File: src/ctrl_macros.svh
`ifndef CTRL_MACROS_SVH
`define CTRL_MACROS_SVH

// RV32I major opcodes in bits [6:2] of the instruction
`define OP_LOAD    5'h00
`define OP_I       5'h04
`define OP_AUIPC   5'h05
`define OP_STORE   5'h08
`define OP_R       5'h0c
`define OP_LUI     5'h0d
`define OP_BRANCH  5'h18
`define OP_JALR    5'h19
`define OP_JAL     5'h1b

// ALU operation select as {inst[30], funct3} for R and I forms
`define ALU_ADD    4'd0
`define ALU_SLL    4'd1
`define ALU_SLT    4'd2
`define ALU_SLTU   4'd3
`define ALU_XOR    4'd4
`define ALU_SRL    4'd5
`define ALU_OR     4'd6
`define ALU_AND    4'd7
`define ALU_SUB    4'd8
`define ALU_PASSB  4'd9
`define ALU_SRA    4'd13

// Load size funct3
`define F3_LB      3'd0
`define F3_LH      3'd1
`define F3_LW      3'd2
`define F3_LBU     3'd4
`define F3_LHU     3'd5

// Branch condition funct3
`define F3_BEQ     3'd0
`define F3_BNE     3'd1
`define F3_BLT     3'd4
`define F3_BGE     3'd5
`define F3_BLTU    3'd6
`define F3_BGEU    3'd7

// Writeback source, load format, store size and instruction path selects
`define WB_MEM     2'd0
`define WB_ALU     2'd1
`define WB_PC4     2'd2
`define LD_NONE    3'd7
`define SS_NONE    2'd3
`define INST_SEQ   2'd0
`define INST_REDIR 2'd2

`endif

File: src/ctrlPkg.sv
`default_nettype none

package ctrlPkg;

   // One instruction word read either as a register-writing form or as a
   // store/branch form. Bits [11:7] are rd in the first and imm[4:0] in the second
   typedef union packed {
      struct packed {
         logic [6:0] funct7;
         logic [4:0] rs2;
         logic [4:0] rs1;
         logic [2:0] funct3;
         logic [4:0] rd;
         logic [6:0] opcode;
      } rType;
      struct packed {
         logic [6:0] immHi;
         logic [4:0] rs2;
         logic [4:0] rs1;
         logic [2:0] funct3;
         logic [4:0] immLo;
         logic [6:0] opcode;
      } sbType;
   } instWord;

endpackage

`default_nettype wire

File: src/stageRegs.sv
`timescale 1ns/1ps
`default_nettype none

module stageRegs (
   input  wire logic            clk,
   input  wire logic            rstN,
   input  wire ctrlPkg::instWord inst,
   input  wire logic            squash,
   output ctrlPkg::instWord     exInst,
   output logic                 exValid,
   output ctrlPkg::instWord     wbInst,
   output logic                 wbValid
);

   // Instruction copies move down one stage per clock
   always_ff @(posedge clk) begin
      exInst <= inst;
      wbInst <= exInst;
   end

   // Valid bits follow the same path and a squash marks the incoming slot dead
   always_ff @(posedge clk) begin
      if (!rstN) begin
         exValid <= 1'b0;
         wbValid <= 1'b0;
      end else begin
         exValid <= !squash;
         wbValid <= exValid;
      end
   end

   // A squash only follows a redirect by a live execute slot
   squashNeedsValid: assert property (
      @(posedge clk) disable iff (!rstN)
      squash |-> exValid
   );

endmodule

`default_nettype wire

File: src/squashFsm.sv
`timescale 1ns/1ps
`default_nettype none

module squashFsm (
   input  wire logic clk,
   input  wire logic rstN,
   input  wire logic pcSel,
   output logic      squash
);

   localparam logic [1:0] fillEx = 2'd0;
   localparam logic [1:0] fillWb = 2'd1;
   localparam logic [1:0] run    = 2'd2;
   localparam logic [1:0] kill   = 2'd3;

   logic [1:0] state;
   logic [1:0] nextState;

   always_ff @(posedge clk) begin
      if (!rstN) begin
         state <= fillEx;
      end else begin
         state <= nextState;
      end
   end

   // Two fill cycles after reset, then one kill slot per redirect
   always_comb begin
      case (state)
         fillEx:      nextState = fillWb;
         fillWb, run: nextState = pcSel ? kill : run;
         kill:        nextState = run;
         default:     nextState = fillEx;
      endcase
   end

   // The redirect cycle itself marks the fall-through fetch dead,
   // so the kill state holds a bubble in execute
   assign squash = pcSel && ((state == fillWb) || (state == run));

   // Execute holds no valid instruction in these states
   noRedirectInBubble: assert property (
      @(posedge clk) disable iff (!rstN)
      ((state == fillEx) || (state == kill)) |-> !pcSel
   );

endmodule

`default_nettype wire

File: src/execDecode.sv
`timescale 1ns/1ps
`default_nettype none
`include "ctrl_macros.svh"

module execDecode (
   input  wire ctrlPkg::instWord exInst,
   input  wire logic            exValid,
   input  wire logic            brEq,
   input  wire logic            brLt,
   output logic                 pcSel,
   output logic [1:0]           instSel,
   output logic                 brUn,
   output logic                 aSel,
   output logic                 bSel,
   output logic [3:0]           aluSel,
   output logic                 memRw,
   output logic [1:0]           sSel
);

   logic [4:0] exOp;
   logic [2:0] sbFunct3;
   logic       brTaken;

   assign exOp     = exInst.rType.opcode[6:2];
   assign sbFunct3 = exInst.sbType.funct3;

   // Branch condition from the comparator flags
   always_comb begin
      case (sbFunct3)
         `F3_BEQ:  brTaken = brEq;
         `F3_BNE:  brTaken = !brEq;
         `F3_BLT:  brTaken = brLt;
         `F3_BGE:  brTaken = !brLt;
         `F3_BLTU: brTaken = brLt;
         `F3_BGEU: brTaken = !brLt;
         default:  brTaken = 1'b0;
      endcase
   end

   always_comb begin
      // Idle values also serve a dead slot or an unknown opcode
      aSel    = 1'b0;
      bSel    = 1'b0;
      aluSel  = `ALU_ADD;
      brUn    = 1'b0;
      memRw   = 1'b0;
      sSel    = `SS_NONE;
      instSel = `INST_SEQ;
      pcSel   = 1'b0;
      if (exValid) begin
         case (exOp)
            `OP_LOAD: begin
               bSel  = 1'b1;
               memRw = 1'b1;
            end
            `OP_STORE: begin
               bSel  = 1'b1;
               memRw = 1'b1;
               sSel  = sbFunct3[1:0];
            end
            `OP_BRANCH: begin
               // Target is PC plus the B immediate
               aSel    = 1'b1;
               bSel    = 1'b1;
               brUn    = (sbFunct3[2:1] == 2'b11);
               instSel = `INST_REDIR;
               pcSel   = brTaken;
            end
            `OP_JALR: begin
               bSel    = 1'b1;
               instSel = `INST_REDIR;
               pcSel   = 1'b1;
            end
            `OP_JAL: begin
               aSel    = 1'b1;
               bSel    = 1'b1;
               instSel = `INST_REDIR;
               pcSel   = 1'b1;
            end
            `OP_R: begin
               aluSel = {exInst.rType.funct7[5], exInst.rType.funct3};
            end
            `OP_I: begin
               bSel   = 1'b1;
               aluSel = {exInst.rType.funct7[5], exInst.rType.funct3};
            end
            `OP_AUIPC: begin
               aSel = 1'b1;
               bSel = 1'b1;
            end
            `OP_LUI: begin
               bSel   = 1'b1;
               aluSel = `ALU_PASSB;
            end
            default: ;
         endcase
      end
   end

endmodule

`default_nettype wire

File: src/wbDecode.sv
`timescale 1ns/1ps
`default_nettype none
`include "ctrl_macros.svh"

module wbDecode (
   input  wire ctrlPkg::instWord wbInst,
   input  wire logic            wbValid,
   output logic                 regWrEn,
   output logic [1:0]           wbSel,
   output logic [2:0]           ldSel
);

   logic [4:0] wbOp;
   logic [2:0] wbFunct3;

   assign wbOp     = wbInst.rType.opcode[6:2];
   assign wbFunct3 = wbInst.rType.funct3;

   always_comb begin
      regWrEn = 1'b0;
      wbSel   = `WB_ALU;
      ldSel   = `LD_NONE;
      if (wbValid) begin
         case (wbOp)
            `OP_LOAD: begin
               regWrEn = 1'b1;
               wbSel   = `WB_MEM;
               // Only legal load sizes reach the load formatter
               case (wbFunct3)
                  `F3_LB, `F3_LH, `F3_LW, `F3_LBU, `F3_LHU: ldSel = wbFunct3;
                  default:                                ldSel = `LD_NONE;
               endcase
            end
            `OP_JAL, `OP_JALR: begin
               // Link register gets the return address
               regWrEn = 1'b1;
               wbSel   = `WB_PC4;
            end
            `OP_R, `OP_I, `OP_AUIPC, `OP_LUI: begin
               regWrEn = 1'b1;
            end
            default: ;
         endcase
      end
   end

endmodule

`default_nettype wire

File: src/forwardUnit.sv
`timescale 1ns/1ps
`default_nettype none
`include "ctrl_macros.svh"

module forwardUnit (
   input  wire ctrlPkg::instWord inst,
   input  wire ctrlPkg::instWord exInst,
   input  wire logic            exValid,
   input  wire ctrlPkg::instWord wbInst,
   input  wire logic            regWrEn,
   output logic                 fwdA1,
   output logic                 fwdB1,
   output logic                 fwdA2,
   output logic                 fwdB2
);

   logic [4:0] wbRd;
   logic       wbRdLive;
   logic [4:0] decOp;
   logic [4:0] exOp;

   // Everything reads rs1 except the upper-immediate forms and JAL
   function automatic logic usesRs1(input logic [4:0] op);
      return !((op == `OP_LUI) || (op == `OP_AUIPC) || (op == `OP_JAL));
   endfunction

   function automatic logic usesRs2(input logic [4:0] op);
      return (op == `OP_R) || (op == `OP_STORE) || (op == `OP_BRANCH);
   endfunction

   // regWrEn already excludes stores, branches and dead slots
   assign wbRd     = wbInst.rType.rd;
   assign wbRdLive = regWrEn && (wbRd != 5'd0);

   assign decOp = inst.rType.opcode[6:2];
   assign exOp  = exInst.rType.opcode[6:2];

   // Decode-stage consumer
   assign fwdA1 = wbRdLive && usesRs1(decOp) && (inst.rType.rs1 == wbRd);
   assign fwdB1 = wbRdLive && usesRs2(decOp) && (inst.rType.rs2 == wbRd);

   // Execute-stage consumer
   assign fwdA2 = wbRdLive && exValid && usesRs1(exOp) && (exInst.rType.rs1 == wbRd);
   assign fwdB2 = wbRdLive && exValid && usesRs2(exOp) && (exInst.rType.rs2 == wbRd);

endmodule

`default_nettype wire

File: src/pipeCtrl.sv
`timescale 1ns/1ps
`default_nettype none

module pipeCtrl (
   input  wire logic            clk,
   input  wire logic            rstN,
   input  wire ctrlPkg::instWord inst,
   input  wire logic            brEq,
   input  wire logic            brLt,
   output wire logic            pcSel,
   output wire logic [1:0]      instSel,
   output wire logic            brUn,
   output wire logic            aSel,
   output wire logic            bSel,
   output wire logic [3:0]      aluSel,
   output wire logic            memRw,
   output wire logic [1:0]      sSel,
   output wire logic            regWrEn,
   output wire logic [1:0]      wbSel,
   output wire logic [2:0]      ldSel,
   output wire logic            fwdA1,
   output wire logic            fwdB1,
   output wire logic            fwdA2,
   output wire logic            fwdB2
);

   wire ctrlPkg::instWord exInst;
   wire ctrlPkg::instWord wbInst;
   wire logic             exValid;
   wire logic             wbValid;
   wire logic             squash;

   stageRegs u_stageRegs (
      .clk     (clk),
      .rstN    (rstN),
      .inst    (inst),
      .squash  (squash),
      .exInst  (exInst),
      .exValid (exValid),
      .wbInst  (wbInst),
      .wbValid (wbValid)
   );

   squashFsm u_squashFsm (
      .clk    (clk),
      .rstN   (rstN),
      .pcSel  (pcSel),
      .squash (squash)
   );

   execDecode u_execDecode (
      .exInst  (exInst),
      .exValid (exValid),
      .brEq    (brEq),
      .brLt    (brLt),
      .pcSel   (pcSel),
      .instSel (instSel),
      .brUn    (brUn),
      .aSel    (aSel),
      .bSel    (bSel),
      .aluSel  (aluSel),
      .memRw   (memRw),
      .sSel    (sSel)
   );

   wbDecode u_wbDecode (
      .wbInst  (wbInst),
      .wbValid (wbValid),
      .regWrEn (regWrEn),
      .wbSel   (wbSel),
      .ldSel   (ldSel)
   );

   forwardUnit u_forwardUnit (
      .inst    (inst),
      .exInst  (exInst),
      .exValid (exValid),
      .wbInst  (wbInst),
      .regWrEn (regWrEn),
      .fwdA1   (fwdA1),
      .fwdB1   (fwdB1),
      .fwdA2   (fwdA2),
      .fwdB2   (fwdB2)
   );

endmodule

`default_nettype wire

File: config.mk
export PLATFORM = sky130hd
export DESIGN_NAME = pipeCtrl
export DESIGN_NICKNAME = d
export VERILOG_FILES = /design/src/ctrlPkg.sv /design/src/stageRegs.sv /design/src/squashFsm.sv /design/src/execDecode.sv /design/src/wbDecode.sv /design/src/forwardUnit.sv /design/src/pipeCtrl.sv
export VERILOG_INCLUDE_DIRS = /design/src /design/src/src
export SDC_FILE = /design/constraint.sdc
export NUM_CORES = 1
export LEC_CHECK = 0
export BUFFER_PORTS_ARGS = -buffer_cell sky130_fd_sc_hd__buf_4
export CAP_MARGIN = 25
export CORE_MARGIN = 5
export CORE_UTILIZATION = 43
export DETAILED_ROUTE_END_ITERATION = 10
export GPL_TIMING_DRIVEN = 0
export PLACE_DENSITY = 0.75
export SLEW_MARGIN = 20
export SYNTH_ARGS = -nofsm -noshare
export SYNTH_HDL_FRONTEND = slang
export SYNTH_SLANG_ARGS = --single-unit
File: constraint.sdc
create_clock -name clk -period 1.4 [get_ports clk]
set_input_delay 0.28 -clock clk [delete_from_list [all_inputs] [get_ports clk]]
set_output_delay 0.28 -clock clk [all_outputs]
set_load 0.01 [all_outputs]
[Word-level counts from Yosys, hierarchy flattened]
Index checks and enable logic that the tools add are counted.
Cells by class
  eq/ne operators: 37
  mux-type cells: 26
  reduce and logical (&&, ||, !) cells: 43
Operators by type and width (count)
  equality test 5 x 4 -> 1 bit, second input constant: 8
  equality test 5 bit, second input constant: 7
  equality test 5 x 3 -> 1 bit, second input constant: 5
  equality test 5 bit: 4
  equality test 3 bit, second input constant: 6
  OR reduction 2 bit: 7
  two-way mux 1 bit: 12
  logical AND 1 bit: 11
  zero test 5 bit: 2
  two-way mux 2 bit: 5
  logical OR 1 bit: 9
  two-way mux 3 bit: 3
  case mux 4 bit (2 select lines): 1
  OR reduction 8 bit: 1
  OR reduction 7 bit: 1
  equality test 2 bit, second input constant: 3
  equality test 3 x 1 -> 1 bit, second input constant: 2
  zero test 3 bit: 2
  case mux 2 bit (3 select lines): 1
  OR reduction 3 bit: 2
  zero test 1 bit: 5
  nonzero test 5 bit: 1
  OR reduction 5 bit: 1
  two-way mux 4 bit: 1
  other kinds (6): 6
Word-level totals
  bits in registers: 50
  input bits: 36
  output and inout port bits: 23
  word-level logic and storage cells: 111

[Depth between registers and ports, before layout]
  word-level depth: 8
  gate-level depth with buffers: 5
  mapped depth without buffers: 5

[Hierarchy]
A second synthesis with hierarchy kept.
Second synthesis, totals
  cells, all modules: 181
  area, all modules: 2163.3 um^2
Modules (own cells, without submodules)
  stageRegs: instances 1, cells an instance 68, area an instance 1341.3 um^2, sequential area each 1321.3 um^2
  forwardUnit: instances 1, cells an instance 48, area an instance 365.4 um^2, sequential area each 0.0 um^2
  execDecode: instances 1, cells an instance 40, area an instance 251.5 um^2, sequential area each 0.0 um^2
  wbDecode: instances 1, cells an instance 15, area an instance 106.4 um^2, sequential area each 0.0 um^2
  squashFsm: instances 1, cells an instance 10, area an instance 98.8 um^2, sequential area each 40.0 um^2

[Worst setup path after synthesis]
No wires, ideal clock.
  path kind: flip-flop to output port
  start: register u_stageRegs.exInst[4] (netlist name)
  end: output port fwdA2
  arrival: 1352 ps
  data required time: 1120 ps
  path slack: -232 ps
  stages on the path, launching flop included: 5
  buffers on the path: 1
  cell sequence: dfxtp_1 -> buf_4 -> and3b_1 -> a22o_2 -> a2111oi_2
Between the ends
  cells in the longest elaborated chain, start to end: 6
  elaborated cells between the ends (all ways): 8
  those cells by class: 3 x eq/ne; 5 x reduce/logical
RTL lines
  from (decl): line stageRegs.sv:9  | output ctrlPkg::instWord exInst,
  from (signal assigned): line stageRegs.sv:17  | exInst <= inst;
  equality test 5 x 4 -> 1 bit (no line) or equality test 5 x 3 -> 1 bit (tied branches)
  logical OR 1 bit: line forwardUnit.sv:24  | return !((op == `OP_LUI) || (op == `OP_AUIPC) || (op == `OP_JAL));
  logical OR 1 bit *: line forwardUnit.sv:24
  zero test 1 bit *: line forwardUnit.sv:24
  logical AND 1 bit * (2 in a row): line forwardUnit.sv:43  | assign fwdA2 = wbRdLive && exValid && usesRs1(exOp) && (exInst.rType.rs1 == wbRd);
  to (decl): line pipeCtrl.sv:23  | output wire logic fwdA2,
Every way passes the cells marked *; elsewhere a longest branch is shown, timed or not.

[Worst setup path in the final report]
  start: register u_stageRegs.exInst[3] (netlist name)
  end: output port sSel[0]
Between the ends
  cells in the longest elaborated chain, start to end: 3
RTL lines
  equality test 5 x 4 -> 1 bit: line execDecode.sv:51  | case (exOp)
  two-way mux 2 bit: line execDecode.sv:51
  two-way mux 2 bit: line execDecode.sv:50  | if (exValid) begin
  to (decl): line pipeCtrl.sv:17  | output wire logic [1:0] sSel,
No other way between the ends.

==> flow_summary_export.csv <==
group,metric,value,unit
power_and_ir_drop,power_frac_comb,15.9,%
logic_synthesis,synthArstFlopShare,0,%
power_and_ir_drop,p_int,1.92,mW
cts,tritoncts,"yes",
timing,layout_min_cycle_time,2.01,ns
logic_synthesis,synth_nets,194,
detailed_routing,wl_per_cell,14.7,um
detailed_routing,finalWirelength,4.03,mm
cts,numCtsBuffers,5,
timing,drv_slew,0,
finish,syn_to_final_growth,63.0,%
detailed_routing,drt_first_pass_iters,4,
finish,num-nets-final,263,
logic_synthesis,ys_seq_area_share,52.2,%
grt,grt_pass1_vias,1358,
cts,clk_pin_slew_worst_paths,0.07,ns
finish,antenna_cells,0,
timing,setup_violations,23,
cts,cts.sinks,41,
placed_design,port_buffers,49,
power_and_ir_drop,swShare,24.6,%
grt,antenna_found_initial,0,
cts,cts_htree_levels,2,
detailed_routing,first_iter_violations,43,
logic_synthesis,yosys_warnings,0,
cts,clk-insertion-delay-late,0.29,ns
finish,seq_area,860,um^2
timing,fmax,497,MHz
logic_synthesis,synth_edf_count,0,
cts,cts.path.max_buffers,2,
timing,whs,0.0840,ns
placed_design,place_hpwl,2.59,mm
power_and_ir_drop,power_frac_seq,51.6,%
cts,cts-root-buf,"clkbuf_8",
worst_setup_path,critPathCaptureType,"primary output",
finish,utilization,71.1,%
logic_synthesis,synthDistinctLibCells,45,
grt,grt_remaining_overflow,0,
detailed_routing,route.vias.total,1398,
finish,n_fill_cell,276,
die,die_area,4970,um^2
timing,skew,0.00425,ns
detailed_routing,drc,0,
die,num_rows,22,
logic_synthesis,synth_area,1570,um^2
finish,multi_input_area,917,um^2
detailed_routing,vias_per_cell,5.10,
worst_setup_path,r2r_setup_slack,-0.01,ns
logic_synthesis,avgSynthCellArea,10.1,um^2
die,initial_core_util,43.6,%
power_and_ir_drop,power.switching,0.625,mW
placed_design,gp_congestion,0.736,
logic_synthesis,syn_inst,156,
worst_setup_path,critPathKind,"reg -> out",
timing,layout_setup_ws,-0.610,ns
grt,grt_max_degree,13,
status,status,"finished, violations left",
power_and_ir_drop,power.leakage,1.08,nW
job,cap_violations,0,
logic_synthesis,synth_flop_cell,"dfxtp_1",
worst_setup_path,required,1.12,ns
timing,rsz0062_at_grt,"true",
power_and_ir_drop,clkPwrFrac,32.5,%
power_and_ir_drop,ir_drop,0.827,mV
status,violations,"negative setup slack",
cts,hold_buffers,0,
worst_setup_path,worstSetupStartpointType,"register",
die,ios,59,
timing,final.period_utilization,144,%
detailed_routing,drtAntennaViolNets,0,
finish,drive_above_1_share,61.1,%
die,die_x,70.5,um
die,die_h,70.5,um
timing,hold_viol,0,
die,coreArea,3610,um^2
worst_setup_path,path_max_fanout,3,
hold_path,hp-class,"in -> reg",
power_and_ir_drop,powerDensity,991,nW/um^2
grt,grt_pass1_wl,6.55,mm
worst_setup_path,cp.arrival,1.73,ns
logic_synthesis,ys_ff_latch,41,
grt,grt.total_usage,16.9,%
state kept, by name (all words and copies together) (netlist names):
| register | cells |
|---|---|
| u_squashFsm.state | 2 |
| u_stageRegs.exInst | 24 |
| u_stageRegs.wbInst | 13 |
| u_stageRegs.exValid | 1 |
| u_stageRegs.wbValid | 1 |
area by class of cell:
cell class              count  share of cell area, %
clock inverters             1                  0.195
inverters                   5                  0.732
repair buffers             67                   22.0
flip-flops and latches     41                   33.5
well taps                  48                   2.34
plain buffers               3                   1.71
clock buffers               7                   3.76
multi-input cells         102                   35.8
worst max-delay path, stage by stage, from the launching register on:
cell and delay (ns):
dfxtp_4 0.36, nor2_4 0.14, nand2_2 0.09, or4b_4 0.50, or2_1 0.23, buf_6 0.12
synth_stat cells, drive strengths merged, types with 4 or more instances:
library cell / number / area [um^2]
xor2: 10 / 87.6
nand2: 9 / 36.3
o21ai: 4 / 23.8
nor3: 4 / 20.0
nor4: 4 / 25.0
clkbuf: 5 / 18.8
nor2: 7 / 33.8
inv: 5 / 18.8
xnor2: 10 / 87.6
a21oi: 7 / 35.0
dfxtp: 41 / 821
and2: 5 / 31.3
nand3: 6 / 30.0
metal layers:
| layer | track usage (%) | part of all wire [%] | up-vias |
|---|---|---|---|
| li1 | - | - | 673 |
| met1 | 18.3 | 38 | 655 |
| met2 | 30.0 | 52 | 56 |
| met3 | 6.19 | 7.9 | 14 |
| met4 | 5.53 | 2.8 | 0 |
| met5 | 0 | 0 | - |
repair_timing:
| action | CTS | global route |
|---|---|---|
| gates resized for setup | 60 | 23 |
| endpoints found under the hold margin | 0 | 0 |
| pin swaps | 24 | 18 |
| setup buffers | 13 | 7 |
| setup endpoints to repair | 21 | 24 |
cell usage in the layout, fill, tap and decap left out, drive strengths merged, types with 2 or more instances in the layout:
master / Yosys / layout
buf: 3 / 69
dfxtp: 41 / 41
inv: 5 / 5
xor2: 10 / 10
o21ai: 4 / 4
a211oi: 2 / 2
clkbuf: 5 / 8
and4b: 2 / 2
a21oi: 7 / 7
nand3: 6 / 6
or2: 3 / 3
nand4: 2 / 2
xnor2: 10 / 10
nor3: 4 / 4
ha: 2 / 2
and3: 2 / 2
and2: 5 / 5
nand2: 9 / 9
nor2: 7 / 7
nor2b: 2 / 2
nand2b: 3 / 3
nor4: 4 / 4
through the flow:
stage               setup slack (ns)  instance area (um^2)  setup TNS [ns]  cells  total power, mW
detailed placement            -0.447                  2060           -3.83    253             1.64
finish                        -0.610                  2560           -6.69    274             2.54
floorplan                     -0.181                  1630           -1.02    156             1.51
global route                  -0.656                  2560           -8.07    274             2.67
CTS                           -0.583                  2450           -6.20    269             2.53
global placement              -0.456                  2060           -3.65    253             1.62
power groups by stage:
stage / registers, mW / logic, mW / clock network, mW
4_1_cts: 1.31 / 0.374 / 0.842
3_5_place_dp: 1.32 / 0.319 / 0
6_report: 1.31 / 0.405 / 0.825
3_3_place_gp: 1.32 / 0.305 / 0
5_1_grt: 1.32 / 0.449 / 0.903
2_1_floorplan: 1.31 / 0.200 / 0
worst paths after layout:
path | from | to | cells after the start
worst min-delay path | inst[12] | u_stageRegs.exInst[12] | 1
worst max-delay path | u_stageRegs.exInst[3] | sSel[0] | 5
worst max register to register | u_stageRegs.exInst[4] | u_squashFsm.state[0] | 6
worst min register to register | u_stageRegs.exInst[7] | u_stageRegs.wbInst[7] | 0
cells by family after synthesis:
group / Yosys count / synth area share (%)
xor gates and xnor gates: 20 / 11.1
and+or+nand+nor: 57 / 21.4
buffers and inverters: 13 / 3.66
DFF: 41 / 52.2
AOI/OAI and AO/OA: 22 / 9.79
adders and majority gates: 2 / 1.59
other: 1 / 0.238
No activity file was read; power rests on OpenSTA's default activity.
